`config.mk`:
```
export PLATFORM = sky130hd
export DESIGN_NAME = memCtrl
export DESIGN_NICKNAME = d
export VERILOG_FILES = /design/src/common/memPkg.sv /design/src/memCtrl/memCtrl.sv
export SDC_FILE = /design/constraint.sdc
export NUM_CORES = 1
export LEC_CHECK = 0
export ABC_CLOCK_PERIOD_IN_PS = 15050
export BUFFER_PORTS_ARGS = -buffer_cell sky130_fd_sc_hd__buf_4
export CORE_ASPECT_RATIO = 1.4
export CORE_MARGIN = 1.5
export CORE_UTILIZATION = 52
export DETAILED_ROUTE_END_ITERATION = 10
export PLACE_DENSITY = 0.88
export SLEW_MARGIN = 20
export SYNTH_ARGS = -nofsm -noshare
export SYNTH_HDL_FRONTEND = slang
export SYNTH_SLANG_ARGS = --single-unit
```
`constraint.sdc`:
```
create_clock -name clk -period 15.05 [get_ports clk]
set_input_delay 3.01 -clock clk [delete_from_list [all_inputs] [get_ports clk]]
set_output_delay 3.01 -clock clk [all_outputs]
set_load 0.1 [all_outputs]
```
`src/common/memPkg.sv`:
```
`default_nettype none

package memPkg;

    // controller FSM state
    typedef enum logic [1:0] {
        IDLE,
        INST_READ,
        DATA_READ,
        DATA_WRITE
    } ctrlState_e;

    // data port operation
    typedef enum logic {
        OP_LOAD,
        OP_STORE
    } memOp_e;

    // bytes moved per access
    typedef enum logic [2:0] {
        LEN_BYTE = 3'd1,
        LEN_HALF = 3'd2,
        LEN_WORD = 3'd4
    } accessLen_e;

    // data port request, held by the requester until done
    typedef struct packed {
        memOp_e     op;
        accessLen_e len;
        logic [31:0] addr;
        logic [31:0] wdata;
    } dataReq_t;

    // one byte cycle toward the RAM
    typedef struct packed {
        logic        we;
        logic [31:0] addr;
        logic [7:0]  wdata;
    } ramPort_t;

endpackage

`default_nettype wire

```
`src/memCtrl/memCtrl.sv`:
```
`timescale 1ns/1ps
`default_nettype none

module memCtrl (
    input  wire logic              clk,
    input  wire logic              rst,

    input  wire logic              i_ioBufferFull,

    // instruction fetch port
    input  wire logic              i_instReq,
    input  wire logic [31:0]       i_instAddr,
    output logic                   o_instDone,
    output logic [31:0]            o_inst,

    // data port
    input  wire logic              i_dataReq,
    input  wire memPkg::dataReq_t  i_dataCmd,
    output logic                   o_dataDone,
    output logic [31:0]            o_dataRdata,

    // byte RAM
    output memPkg::ramPort_t       o_ram,
    input  wire logic [7:0]        i_ramRdata
);

    memPkg::ctrlState_e state;
    memPkg::dataReq_t   req;

    // byte cycle within the current access, 0 to 4
    logic [2:0] stage;

    // bytes 0..2 of a read, collected as they come back
    logic [2:0][7:0] asmBytes;

    logic [3:0][7:0] writeBytes;
    logic [2:0]      addrOffset;
    logic [31:0]     wordResult;
    logic            advance;
    logic            finalStage;

    // the whole controller freezes while the I/O buffer is full
    assign advance = !i_ioBufferFull;

    assign writeBytes = req.wdata;

    always_comb begin
        case (state)
            memPkg::INST_READ,
            memPkg::DATA_READ: begin
                // read data of the last byte arrives one stage late
                finalStage = (stage == req.len);
            end
            memPkg::DATA_WRITE: begin
                finalStage = (stage == req.len - 3'd1);
            end
            default: begin
                finalStage = 1'b0;
            end
        endcase
    end

    // while stalled, keep re-reading the previous stage's byte so that
    // the RAM output still holds it when the stall drops
    always_comb begin
        if (!advance && stage != 3'd0) begin
            addrOffset = stage - 3'd1;
        end else begin
            addrOffset = stage;
        end
    end

    always_comb begin
        o_ram.we    = (state == memPkg::DATA_WRITE) && advance;
        o_ram.addr  = req.addr + {29'd0, addrOffset};
        o_ram.wdata = writeBytes[stage[1:0]];
    end

    // last byte goes straight from the RAM on top of the assembled ones
    assign wordResult = {i_ramRdata, asmBytes};

    always_comb begin
        case (req.len)
            memPkg::LEN_BYTE: begin
                o_dataRdata = {24'd0, i_ramRdata};
            end
            memPkg::LEN_HALF: begin
                o_dataRdata = {16'd0, i_ramRdata, asmBytes[0]};
            end
            default: begin
                o_dataRdata = wordResult;
            end
        endcase
    end

    assign o_inst = wordResult;

    assign o_instDone = advance && finalStage && (state == memPkg::INST_READ);

    assign o_dataDone = advance && finalStage &&
                        (state == memPkg::DATA_READ || state == memPkg::DATA_WRITE);

    // FSM and stage counter
    always_ff @(posedge clk) begin
        if (rst) begin
            state <= memPkg::IDLE;
            stage <= 3'd0;
        end else if (advance) begin
            case (state)
                memPkg::IDLE: begin
                    stage <= 3'd0;
                    // data port wins a tie
                    if (i_dataReq) begin
                        if (i_dataCmd.op == memPkg::OP_STORE) begin
                            state <= memPkg::DATA_WRITE;
                        end else begin
                            state <= memPkg::DATA_READ;
                        end
                    end else if (i_instReq) begin
                        state <= memPkg::INST_READ;
                    end
                end
                default: begin
                    if (finalStage) begin
                        state <= memPkg::IDLE;
                        stage <= 3'd0;
                    end else begin
                        stage <= stage + 3'd1;
                    end
                end
            endcase
        end
    end

    // latched request and read assembly
    always_ff @(posedge clk) begin
        if (advance) begin
            if (state == memPkg::IDLE) begin
                if (i_dataReq) begin
                    req <= i_dataCmd;
                end else if (i_instReq) begin
                    req <= '{
                        op:    memPkg::OP_LOAD,
                        len:   memPkg::LEN_WORD,
                        addr:  i_instAddr,
                        wdata: 32'd0
                    };
                end
            end else if (state != memPkg::DATA_WRITE) begin
                // stages 1..3 see bytes 0..2 of the access
                if (stage != 3'd0 && stage < 3'd4) begin
                    asmBytes[stage[1:0] - 2'd1] <= i_ramRdata;
                end
            end
        end
    end

endmodule

`default_nettype wire

```
==> flow_summary.ini, run 1 <==
[clock_tree]
postCtsResizedCells = 0
h-tree-depth = 3
cts_sinks = 96
cts_tree = yes
path_clk_slew_ns = 0.06
ctsHoldBuffers = 0
cts_buffer_depth = 2
postCtsSetupBuffers = 0
clk_latency_ns = 0.34
cts_buffers = 9
cts-root-buf = clkbuf_16

[timing]
fin_skew_ns = 0.00432
timing.final.crit_share_pct = 57.0
post-route-min-period_ns = 8.58
worst_slew_pin_slew_ns = 0.875
report.final.slew_viol_count = 0
fmax_ghz = 0.116
maxSlewHeadroom_pct = 41.6
finalHoldViolCount = 0
setup_viol_count_final = 0
fin_tns_setup_ns = 0
rsz0062_at_grt = false

[critical_path]
cp_cell_sequence = buf_4, o21ai_0, xnor2_1, ha_1, inv_1, fa_1, nor2b_1, o211a_2, nand4_2, nor2_1, xor2_1, buf_4
arrival_ns = 5.57
cpPeakStageDelay_ns = 0.40
cp.buffers_inverters = 3
worst-endpoint-required_ns = 12.04
cp_common_cell = buf_4
crit_path_start_kind = input pin
cp-end-kind = output port
crit_slowest_cell = fa_1
cp_max_fo = 14
criticalPathCategory = in -> out
crit_family = adder cells

[final_layout]
layout_common_cells = 221 x buf_4, 91 x edfxtp_1, 54 x and2_1
areaGrowthSynthToFinish_pct = 37.4
final_nets = 731
final_area_um2 = 7120
antenna_cells = 0
final_common_cell = buf_4
fillCellCount = 640
seqCellArea_um2 = 2830
multi_input_area_um2 = 2150
layout-drive-gt1-share_pct = 48.0

[global_routing]
grt_pass1_wl_mm = 18.7
grt_pass1_vias = 3910
grt_usage_pct = 23.5
grt_start_max_net_pins = 71
grt_overflow = 0
antenna_found_initial = 0

[logic_synthesis]
yosys.area.top_type = edfxtp_1
synth_area_leaders = edfxtp_1 53%, mux2_2 7.0%, and2_1 6.5%
synth_ff_type = edfxtp_1
synthArstFlopShare_pct = 0
syn-num-nets = 528
synth_edf_count = 91
syn-cell-area_um2 = 5180
synth_area_per_cell_um2 = 12.9
ys_warn_count = 0
ys_ff_latch = 96
synth_cell_type_count = 47
synthCells = 402
synth.top_cell.area_share_pct = 52.7
ys_seq_area_share_pct = 54.7

[power]
power_density_nw_per_um2 = 103
power_mw = 0.735
irDropWorstVdd_v = 0.0000919
p_leak_nw = 2.96

[die]
core_area_um2 = 9560
fp.dieW_um = 87.4
start_util_pct = 54.2
io_pins = 220
die_y_um = 121
die_area_um2 = 10600
rows = 42

[drt]
drt-initial-drc-count = 200
firstDrtPassIters = 5
vias_per_cell = 5.27
wl_per_cell_um = 16.7
ant_nets = 0
drc = 0
vias = 3914
finalWirelength_mm = 12.4

[worst_hold_path]
hold_class = reg -> reg

[placement]
hpwlAfterDp_mm = 9.34
gp_congestion = 0.826
place_area_um2 = 6850
numPortBuffers = 219

[run]
cap_violations = 0

[run_status]
status = completed
## metal layers
layer	vias to the layer above	wire length (um)	share of wire [%]	global-route usage, %
met3	20	825	6.7	4.49
met1	1868	4290	35	23.6
met5	-	0	0	0
li1	1849	-	-	-
met4	0	333	2.7	10.6
met2	177	6920	56	45.0
## flip-flops by register name, indices dropped and copies added (netlist names)
register	flops
state	2
req	35
o_inst	24
stage	3
writeBytes	32
## through the flow
stage,utilization [%],cells,worst slack [ns],hold WS [ns]
floorplan,-,402,4.40,0.541
global placement,71.7,726,6.61,0.603
detailed placement,71.7,726,6.51,0.607
CTS,74.4,742,6.50,0.622
global route,74.5,742,6.29,0.653
finish,74.5,742,6.47,0.640
## worst paths after layout
| check | start | to | slack (ns) | cells past startpoint |
|---|---|---|---|---|
| min reg2reg | state[0] | state[0] | 0.64 | 2 |
| max | i_ioBufferFull | o_ram[34] | 6.47 | 12 |
| max reg2reg | stage[0] | o_inst[20] | 12.45 | 4 |
| min | state[0] | state[0] | 0.64 | 2 |
## cells in the mapped netlist, types with 2 or more instances
library cell / count
buf_4: 11
nor3_1: 4
o21bai_1: 2
nand2_1: 17
nor2_1: 20
and3_1: 6
edfxtp_1: 91
nand2b_1: 2
buf_2: 2
xor2_1: 16
nor2b_1: 3
inv_1: 13
o2111ai_1: 2
mux2_2: 32
clkbuf_1: 15
nor4_1: 3
ha_1: 12
nand4_1: 5
xnor2_1: 19
a21oi_1: 4
mux4_2: 8
o21ai_0: 4
nand4_2: 2
nand3_1: 10
nand3_2: 2
and2_1: 54
dfxtp_1: 5
a22o_1: 16
nor3_2: 4
## worst reg2reg max path, delay by kind of cell (launching register included)
family        cells  cell delay, ns
flops             1            0.89
simple gates      2            0.85
buf+inv           1            0.21
fa+ha+maj         1            0.31
## report_power, final
group,internal [mW],switching [mW],total (mW)
Combinational,0.0611,0.148,0.209
Clock,0.111,0.0938,0.205
Sequential,0.310,0.0105,0.321
## layout make-up
class / instances / share of cell area [%]
clock inverters: 6 / 0.509
repair buffers: 221 / 23.3
multi-input cells: 264 / 30.2
inverters: 13 / 0.685
flip-flops and latches: 96 / 39.8
clock buffers: 10 / 3.22
well taps: 132 / 2.32
## cells by family (layout without fill, tap and decap cells)
logic type | count (synthesis) | after routing | share of synthesized area, %
mux | 41 | 41 | 10.6
buf+inv | 42 | 250 | 4.03
compound gates | 36 | 36 | 5.26
fa+ha+maj | 13 | 13 | 3.28
flops | 96 | 96 | 54.7
xor+xnor | 37 | 37 | 6.69
simple gates | 137 | 137 | 15.5
(Power assumes the default switching activity.)
==> inputs of run 2 (changes only) <==
Settings changed: ABC_AREA set to 1, ABC_CLOCK_PERIOD_IN_PS 15050 to 7000, CORE_UTILIZATION 52 to 45, PLACE_DENSITY 0.88 to 0.8.
Clock period 15.05 ns to 7 ns, I/O delays scaled along.
==> run 2 against run 1 <==
Final cell count grew 33%; worst setup slack worse by 5.2 ns; die area grew 22%; via count rose by 24%; count of clock-buffer cells in the layout unchanged; highest routed layer unchanged; largest power group unchanged; area after synthesis grew 6.3%; global-route usage fell by 1.1 points; combinational power grew 130%; critical endpoint unchanged; sequential share of layout area shrank 2.2 points; non-clock buffer count stayed put; utilization is 11 points lower; design area is 5.9% higher; largest cell class unchanged.
==> flow_summary.ini, run 2 <==
[power]
p_seq_share_pct = 40.8
p_clk_share_pct = 31.5
p_leak_nw = 3.68
irDropWorstVdd_v = 0.000183
power.internal_mw = 1.11
power_density_nw_per_um2 = 226
power_frac_comb_pct = 27.7
power.share.switching_pct = 34.8
switching_power_mw = 0.592

[logic_synthesis]
synth_ff_type = edfxtp_1
syn-num-nets = 762
synth_area_per_cell_um2 = 8.67
yosys.area.top_type = edfxtp_1
syn-cell-area_um2 = 5510
ys_ff_latch = 96
synthCells = 636
ys_seq_area_share_pct = 51.4
synth_cell_type_count = 39
synth_common_cells = 197 x nand2_1, 91 x edfxtp_1, 82 x inv_1, 52 x nor2_1, 43 x o21ai_0
synth.top_cell.area_share_pct = 49.6
yosysMostFrequentCell = nand2_1
ys_warn_count = 0
synth_edf_count = 91
synth_area_leaders = edfxtp_1 50%, nand2_1 13%, inv_1 5.6%
synthArstFlopShare_pct = 0

[final_layout]
final_nets = 965
areaGrowthSynthToFinish_pct = 36.8
finalNonFillerCells = 990
final_common_cell = buf_4
layout-drive-gt1-share_pct = 32.1
largest_reg_flops = 35
top_register = req
layout_common_cells = 221 x buf_4, 197 x nand2_1, 91 x edfxtp_1
antenna_cells = 0
fillCellCount = 1016

[placement]
placedCellCount = 975
hpwlAfterDp_mm = 11.1
numPortBuffers = 219
gp_congestion = 0.908

[die]
start_util_pct = 46.4
die_area_um2 = 12900
core_area_um2 = 11900
rows = 47
fp.dieW_um = 96.5
die_y_um = 134
io_pins = 220

[drt]
firstDrtPassIters = 5
vias_per_cell = 4.91
drc = 0
finalWirelength_mm = 14.5
vias = 4863
wl_per_cell_um = 14.7
ant_nets = 0
drt-initial-drc-count = 192

[global_routing]
grt_overflow = 0
grt_pass1_vias = 4487
antenna_found_initial = 0
grt_usage_pct = 22.4
grt_start_max_net_pins = 69
grt_pass1_wl_mm = 21.6

[critical_path]
cp_max_fo = 22
cp-end-kind = output port
criticalPathCategory = reg -> out
worst-endpoint-required_ns = 5.60
arrival_ns = 4.31
crit_path_start_kind = flip-flop

[clock_tree]
cts_buffers = 9
cts-root-buf = clkbuf_16
cts_tree = yes
h-tree-depth = 3
clk_latency_ns = 0.34
postCtsSetupBuffers = 0
cts_sinks = 96
ctsHoldBuffers = 0
cts_buffer_depth = 2
postCtsResizedCells = 0
path_clk_slew_ns = 0.07

[timing]
report.final.slew_viol_count = 0
worst_slew_pin_slew_ns = 0.809
finalHoldViolCount = 0
rsz0062_at_grt = false
timing.final.crit_share_pct = 81.6
fin_tns_setup_ns = 0
maxSlewHeadroom_pct = 45.9
setup_viol_count_final = 0
fmax_ghz = 0.175
fin_skew_ns = 0.0111
post-route-min-period_ns = 5.71

[worst_hold_path]
hold_class = reg -> reg

[run]
cap_violations = 0

[run_status]
status = completed
-- run 2: cell count changes after synthesis, moves of 7 or more --
cell	delta
nand2_1	+180
inv_1	+69
xnor2_1	-8
nor2_1	+32
nand3_1	+13
a22o_1	-16
mux2_2	-32
mux4_2	-8
o21ai_0	+39
o22ai_1	+7
and2_1	-54
-- run 2: metal layers --
metal	global-route usage, %	share of wire, %	up-vias	routed length [um]
met5	0	0	-	0
met4	8.45	2.8	0	413
met3	4.93	5.8	28	847
met2	39.3	52	183	7610
met1	26.1	39	2203	5640
li1	-	-	2449	-
-- run 2: final cells by class --
| cell class | instances | area [um2] | share of cell area [%] |
|---|---|---|---|
| sequential | 96 | 2830 | 37.6 |
| multi-input combinational | 424 | 2210 | 29.3 |
| timing repair buffer | 221 | 1660 | 22.0 |
| inverter | 87 | 329 | 4.36 |
| clock buffer | 10 | 239 | 3.17 |
| tap | 147 | 184 | 2.44 |
| clock inverter | 5 | 88.8 | 1.18 |
-- run 2: per-stage QoR --
| step | setup WS [ns] | area, um2 | hold slack [ns] | power, mW | util (%) |
|---|---|---|---|---|---|
| after detailed placement | 1.68 | 7210 | 0.562 | 1.18 | 60.7 |
| after floorplan | 0.880 | 5510 | 0.506 | 1.05 | - |
| after CTS | 1.30 | 7540 | 0.570 | 1.71 | 63.5 |
| final | 1.29 | 7540 | 0.573 | 1.70 | 63.5 |
| after global routing | 0.941 | 7540 | 0.620 | 1.76 | 63.5 |
| after global placement | 1.74 | 7210 | 0.551 | 1.17 | 60.7 |
-- run 2: path summary, 6_finish.rpt --
path | start | to | slack [ns] | cells after the start
setup / recovery | stage[0] | o_ram[34] | 1.29 | 18
hold / removal | state[1] | state[1] | 0.57 | 2
setup reg to reg | stage[0] | o_inst[1] | 4.18 | 5
hold reg to reg | state[1] | state[1] | 0.57 | 2
-- run 2: critical path: stages, from the launching register on --
cell and delay, ns:
dfxtp_1 0.74, inv_1 0.50, ha_1 0.34, inv_1 0.06, o21ai_0 0.15, xor2_1 0.19
ha_1 0.19, inv_1 0.05, fa_1 0.39, inv_1 0.07, nand2_1 0.05, nand2_1 0.07
nand2_2 0.11, inv_2 0.08, nand2_1 0.10, nor2_2 0.19, nand4_1 0.13, xnor2_1 0.24
buf_4 0.34
-- run 2: power groups by stage --
| stage | clock (mW) | sequential (mW) | combinational [mW] |
|---|---|---|---|
| 2_1_floorplan | 0 | 0.700 | 0.348 |
| 3_3_place_gp | 0 | 0.706 | 0.469 |
| 3_5_place_dp | 0 | 0.707 | 0.473 |
| 4_1_cts | 0.546 | 0.694 | 0.474 |
| 5_1_grt | 0.567 | 0.698 | 0.497 |
| 6_report | 0.536 | 0.695 | 0.472 |
-- run 2: logic make-up (layout without fill, tap and decap cells) --
group                    Yosys count  in the layout  synth area share, %
adder cells (fa/ha/maj)           13             13                 3.09
flip-flops                        96             96                 51.4
buffers and inverters            116            323                 8.67
AO/OA/AOI/OAI                     60             60                 5.79
AND/OR/NAND/NOR                  321            321                 26.2
XOR/XNOR                          30             30                 4.90
==> inputs of run 3 (changes only) <==
Settings changed: ABC_CLOCK_PERIOD_IN_PS 7000 to 5030.
Clock period 7 ns to 5.03 ns, I/O delays scaled along.
==> run 3 against run 2 <==
Sequential power rose by 39%; utilization is 1.1 points higher; first-iteration DRC count grew 6.3%; largest power group unchanged; highest routed layer unchanged; final cell count increased by 0.51%; combinational power grew 40%; routed wire length decreased by 1.7%; sequential share of layout area is 0.62 points lower; clock power up 28%; sequential cell count unchanged; critical endpoint unchanged; non-clock buffer count grew 4; worst setup slack worse by 0.92 ns.
==> flow_summary.ini, run 3 (synthesized netlist as in run 2, its figures left out) <==
[worst_hold_path]
hold_class = reg -> reg
whs_path_depth = 2
hold_end = state[0]
min_from = state[0]

[drt]
finalWirelength_mm = 14.3
drc = 0
drt-initial-drc-count = 204
firstDrtPassIters = 4
wl_per_cell_um = 14.3
vias_per_cell = 4.90
vias = 4874
ant_nets = 0

[timing]
maxSlewHeadroom_pct = 51.0
report.final.slew_viol_count = 0
setup_viol_count_final = 0
post-route-min-period_ns = 4.66
timing.final.crit_share_pct = 92.7
fin_skew_ns = 0.00727
fmax_ghz = 0.215
worst_slew_pin_slew_ns = 0.732
finalHoldViolCount = 0
rsz0062_at_grt = false

[die]
die_y_um = 134
rows = 47
start_util_pct = 46.4
io_pins = 220
core_area_um2 = 11900
die_area_um2 = 12900
fp.dieW_um = 96.5

[critical_path]
r2r_end = o_inst[6]
cp_cell_sequence = buf_4, clkinv_1, ha_1, inv_1, o21ai_0, xor2_1, ha_1, inv_1, fa_1, inv_1, nand2_1, nand2_1, nand2_2, inv_2, nand2_1, nor2_2, nand4_1, xnor2_2, buf_4
criticalPathCategory = reg -> out
startpoint = stage[1]
rrSetupSlack_ns = 3.00
arrival_ns = 3.66
worst-endpoint-required_ns = 4.02
cp_max_fo = 15
crit_slowest_cell = fa_1
cpPeakStageDelay_ns = 0.40
r2r_cells = 6
timing.rr.start = stage[1]
crit_path_start_kind = flip-flop
cp-end-kind = output port

[clock_tree]
postCtsResizedCells = 0
ctsHoldBuffers = 0
cts_tree = yes
path_clk_slew_ns = 0.06
cts_buffer_depth = 2
clk_latency_ns = 0.35
cts_sinks = 96
h-tree-depth = 3
cts-root-buf = clkbuf_16
postCtsSetupBuffers = 0
cts_buffers = 9

[run_status]
status = completed

[final_layout]
fillCellCount = 1013
final_nets = 969
areaGrowthSynthToFinish_pct = 39.1
layout-drive-gt1-share_pct = 34.3
final_common_cell = buf_4
layout_common_cells = 225 x buf_4, 197 x nand2_1, 91 x edfxtp_1
top_register = req
finalNonFillerCells = 995
seqCellArea_um2 = 2830
largest_reg_flops = 35
multi_input_area_um2 = 2340
antenna_cells = 0

[global_routing]
use_met1_pct = 24.6
grt_start_max_net_pins = 69
grt_usage_pct = 22.4
use_met3_pct = 6.18
grt_pass1_wl_mm = 21.8
grt_pass1_vias = 4609
grt_use_met2_pct = 40.0
grt_overflow = 0
grt_busiest_layer = met2
antenna_found_initial = 0

[power]
power_frac_comb_pct = 28.7
power.internal_mw = 1.49
power_density_nw_per_um2 = 302
p_clk_share_pct = 29.7
power_mw = 2.31
power.share.switching_pct = 35.7
p_seq_share_pct = 41.7
p_leak_nw = 3.75
irDropWorstVdd_v = 0.000231
switching_power_mw = 0.827

[placement]
gp_congestion = 0.891
hpwlAfterDp_mm = 10.9
numPortBuffers = 219
placedCellCount = 979

[run]
cap_violations = 0
run 3: power by group through the flow:
stage / combinational [mW] / sequential, mW / clock [mW]
after detailed placement: 0.665 / 0.982 / 0
after global routing: 0.700 / 0.969 / 0.733
after global placement: 0.660 / 0.981 / 0
final: 0.663 / 0.965 / 0.686
after floorplan: 0.489 / 0.977 / 0
after CTS: 0.666 / 0.965 / 0.701
run 3: worst max-delay path, delay by kind of cell, from the launching register on:
family / cells / cell delay (ns)
xor+xnor: 2 / 0.36
fa+ha+maj: 3 / 0.71
buf+inv: 7 / 0.81
compound gates: 1 / 0.39
simple gates: 6 / 0.74
flops: 1 / 0.30
run 3: area by class of cell:
| type | count | area share, % |
|---|---|---|
| repair buffers | 225 | 22.0 |
| well taps | 147 | 2.40 |
| clock buffers | 10 | 2.99 |
| clock inverters | 6 | 0.881 |
| flip-flops and latches | 96 | 36.9 |
| multi-input cells | 424 | 30.5 |
| inverters | 87 | 4.29 |
run 3: worst max-delay path by stage:
| stage | slack [ns] | depth (start not counted) | end |
|---|---|---|---|
| after floorplan | -0.02 | 16 | o_ram[17] |
| after global placement | 0.54 | 16 | o_ram[34] |
| after detailed placement | 0.46 | 16 | o_ram[34] |
| after CTS | 0.35 | 19 | o_ram[34] |
| after global routing | 0.08 | 19 | o_ram[38] |
| final | 0.37 | 19 | o_ram[34] |
run 3: stage by stage:
stage | setup WS, ns | hold WS, ns | setup TNS [ns] | util, % | area [um2]
3_3_place_gp | 0.537 | 0.547 | 0 | 62.0 | 7370
2_1_floorplan | -0.0159 | 0.506 | -0.0159 | - | 5640
5_1_grt | 0.0848 | 0.605 | 0 | 64.5 | 7670
6_report | 0.368 | 0.561 | 0 | 64.5 | 7670
3_5_place_dp | 0.458 | 0.544 | 0 | 62.0 | 7370
4_1_cts | 0.346 | 0.556 | 0 | 64.5 | 7670
run 3: per-layer routing:
layer  wire length [um]  part of all wire, %
met5                  0                    0
met4                373                  2.6
met3                874                  6.1
met2               7570                   53
met1               5450                   38
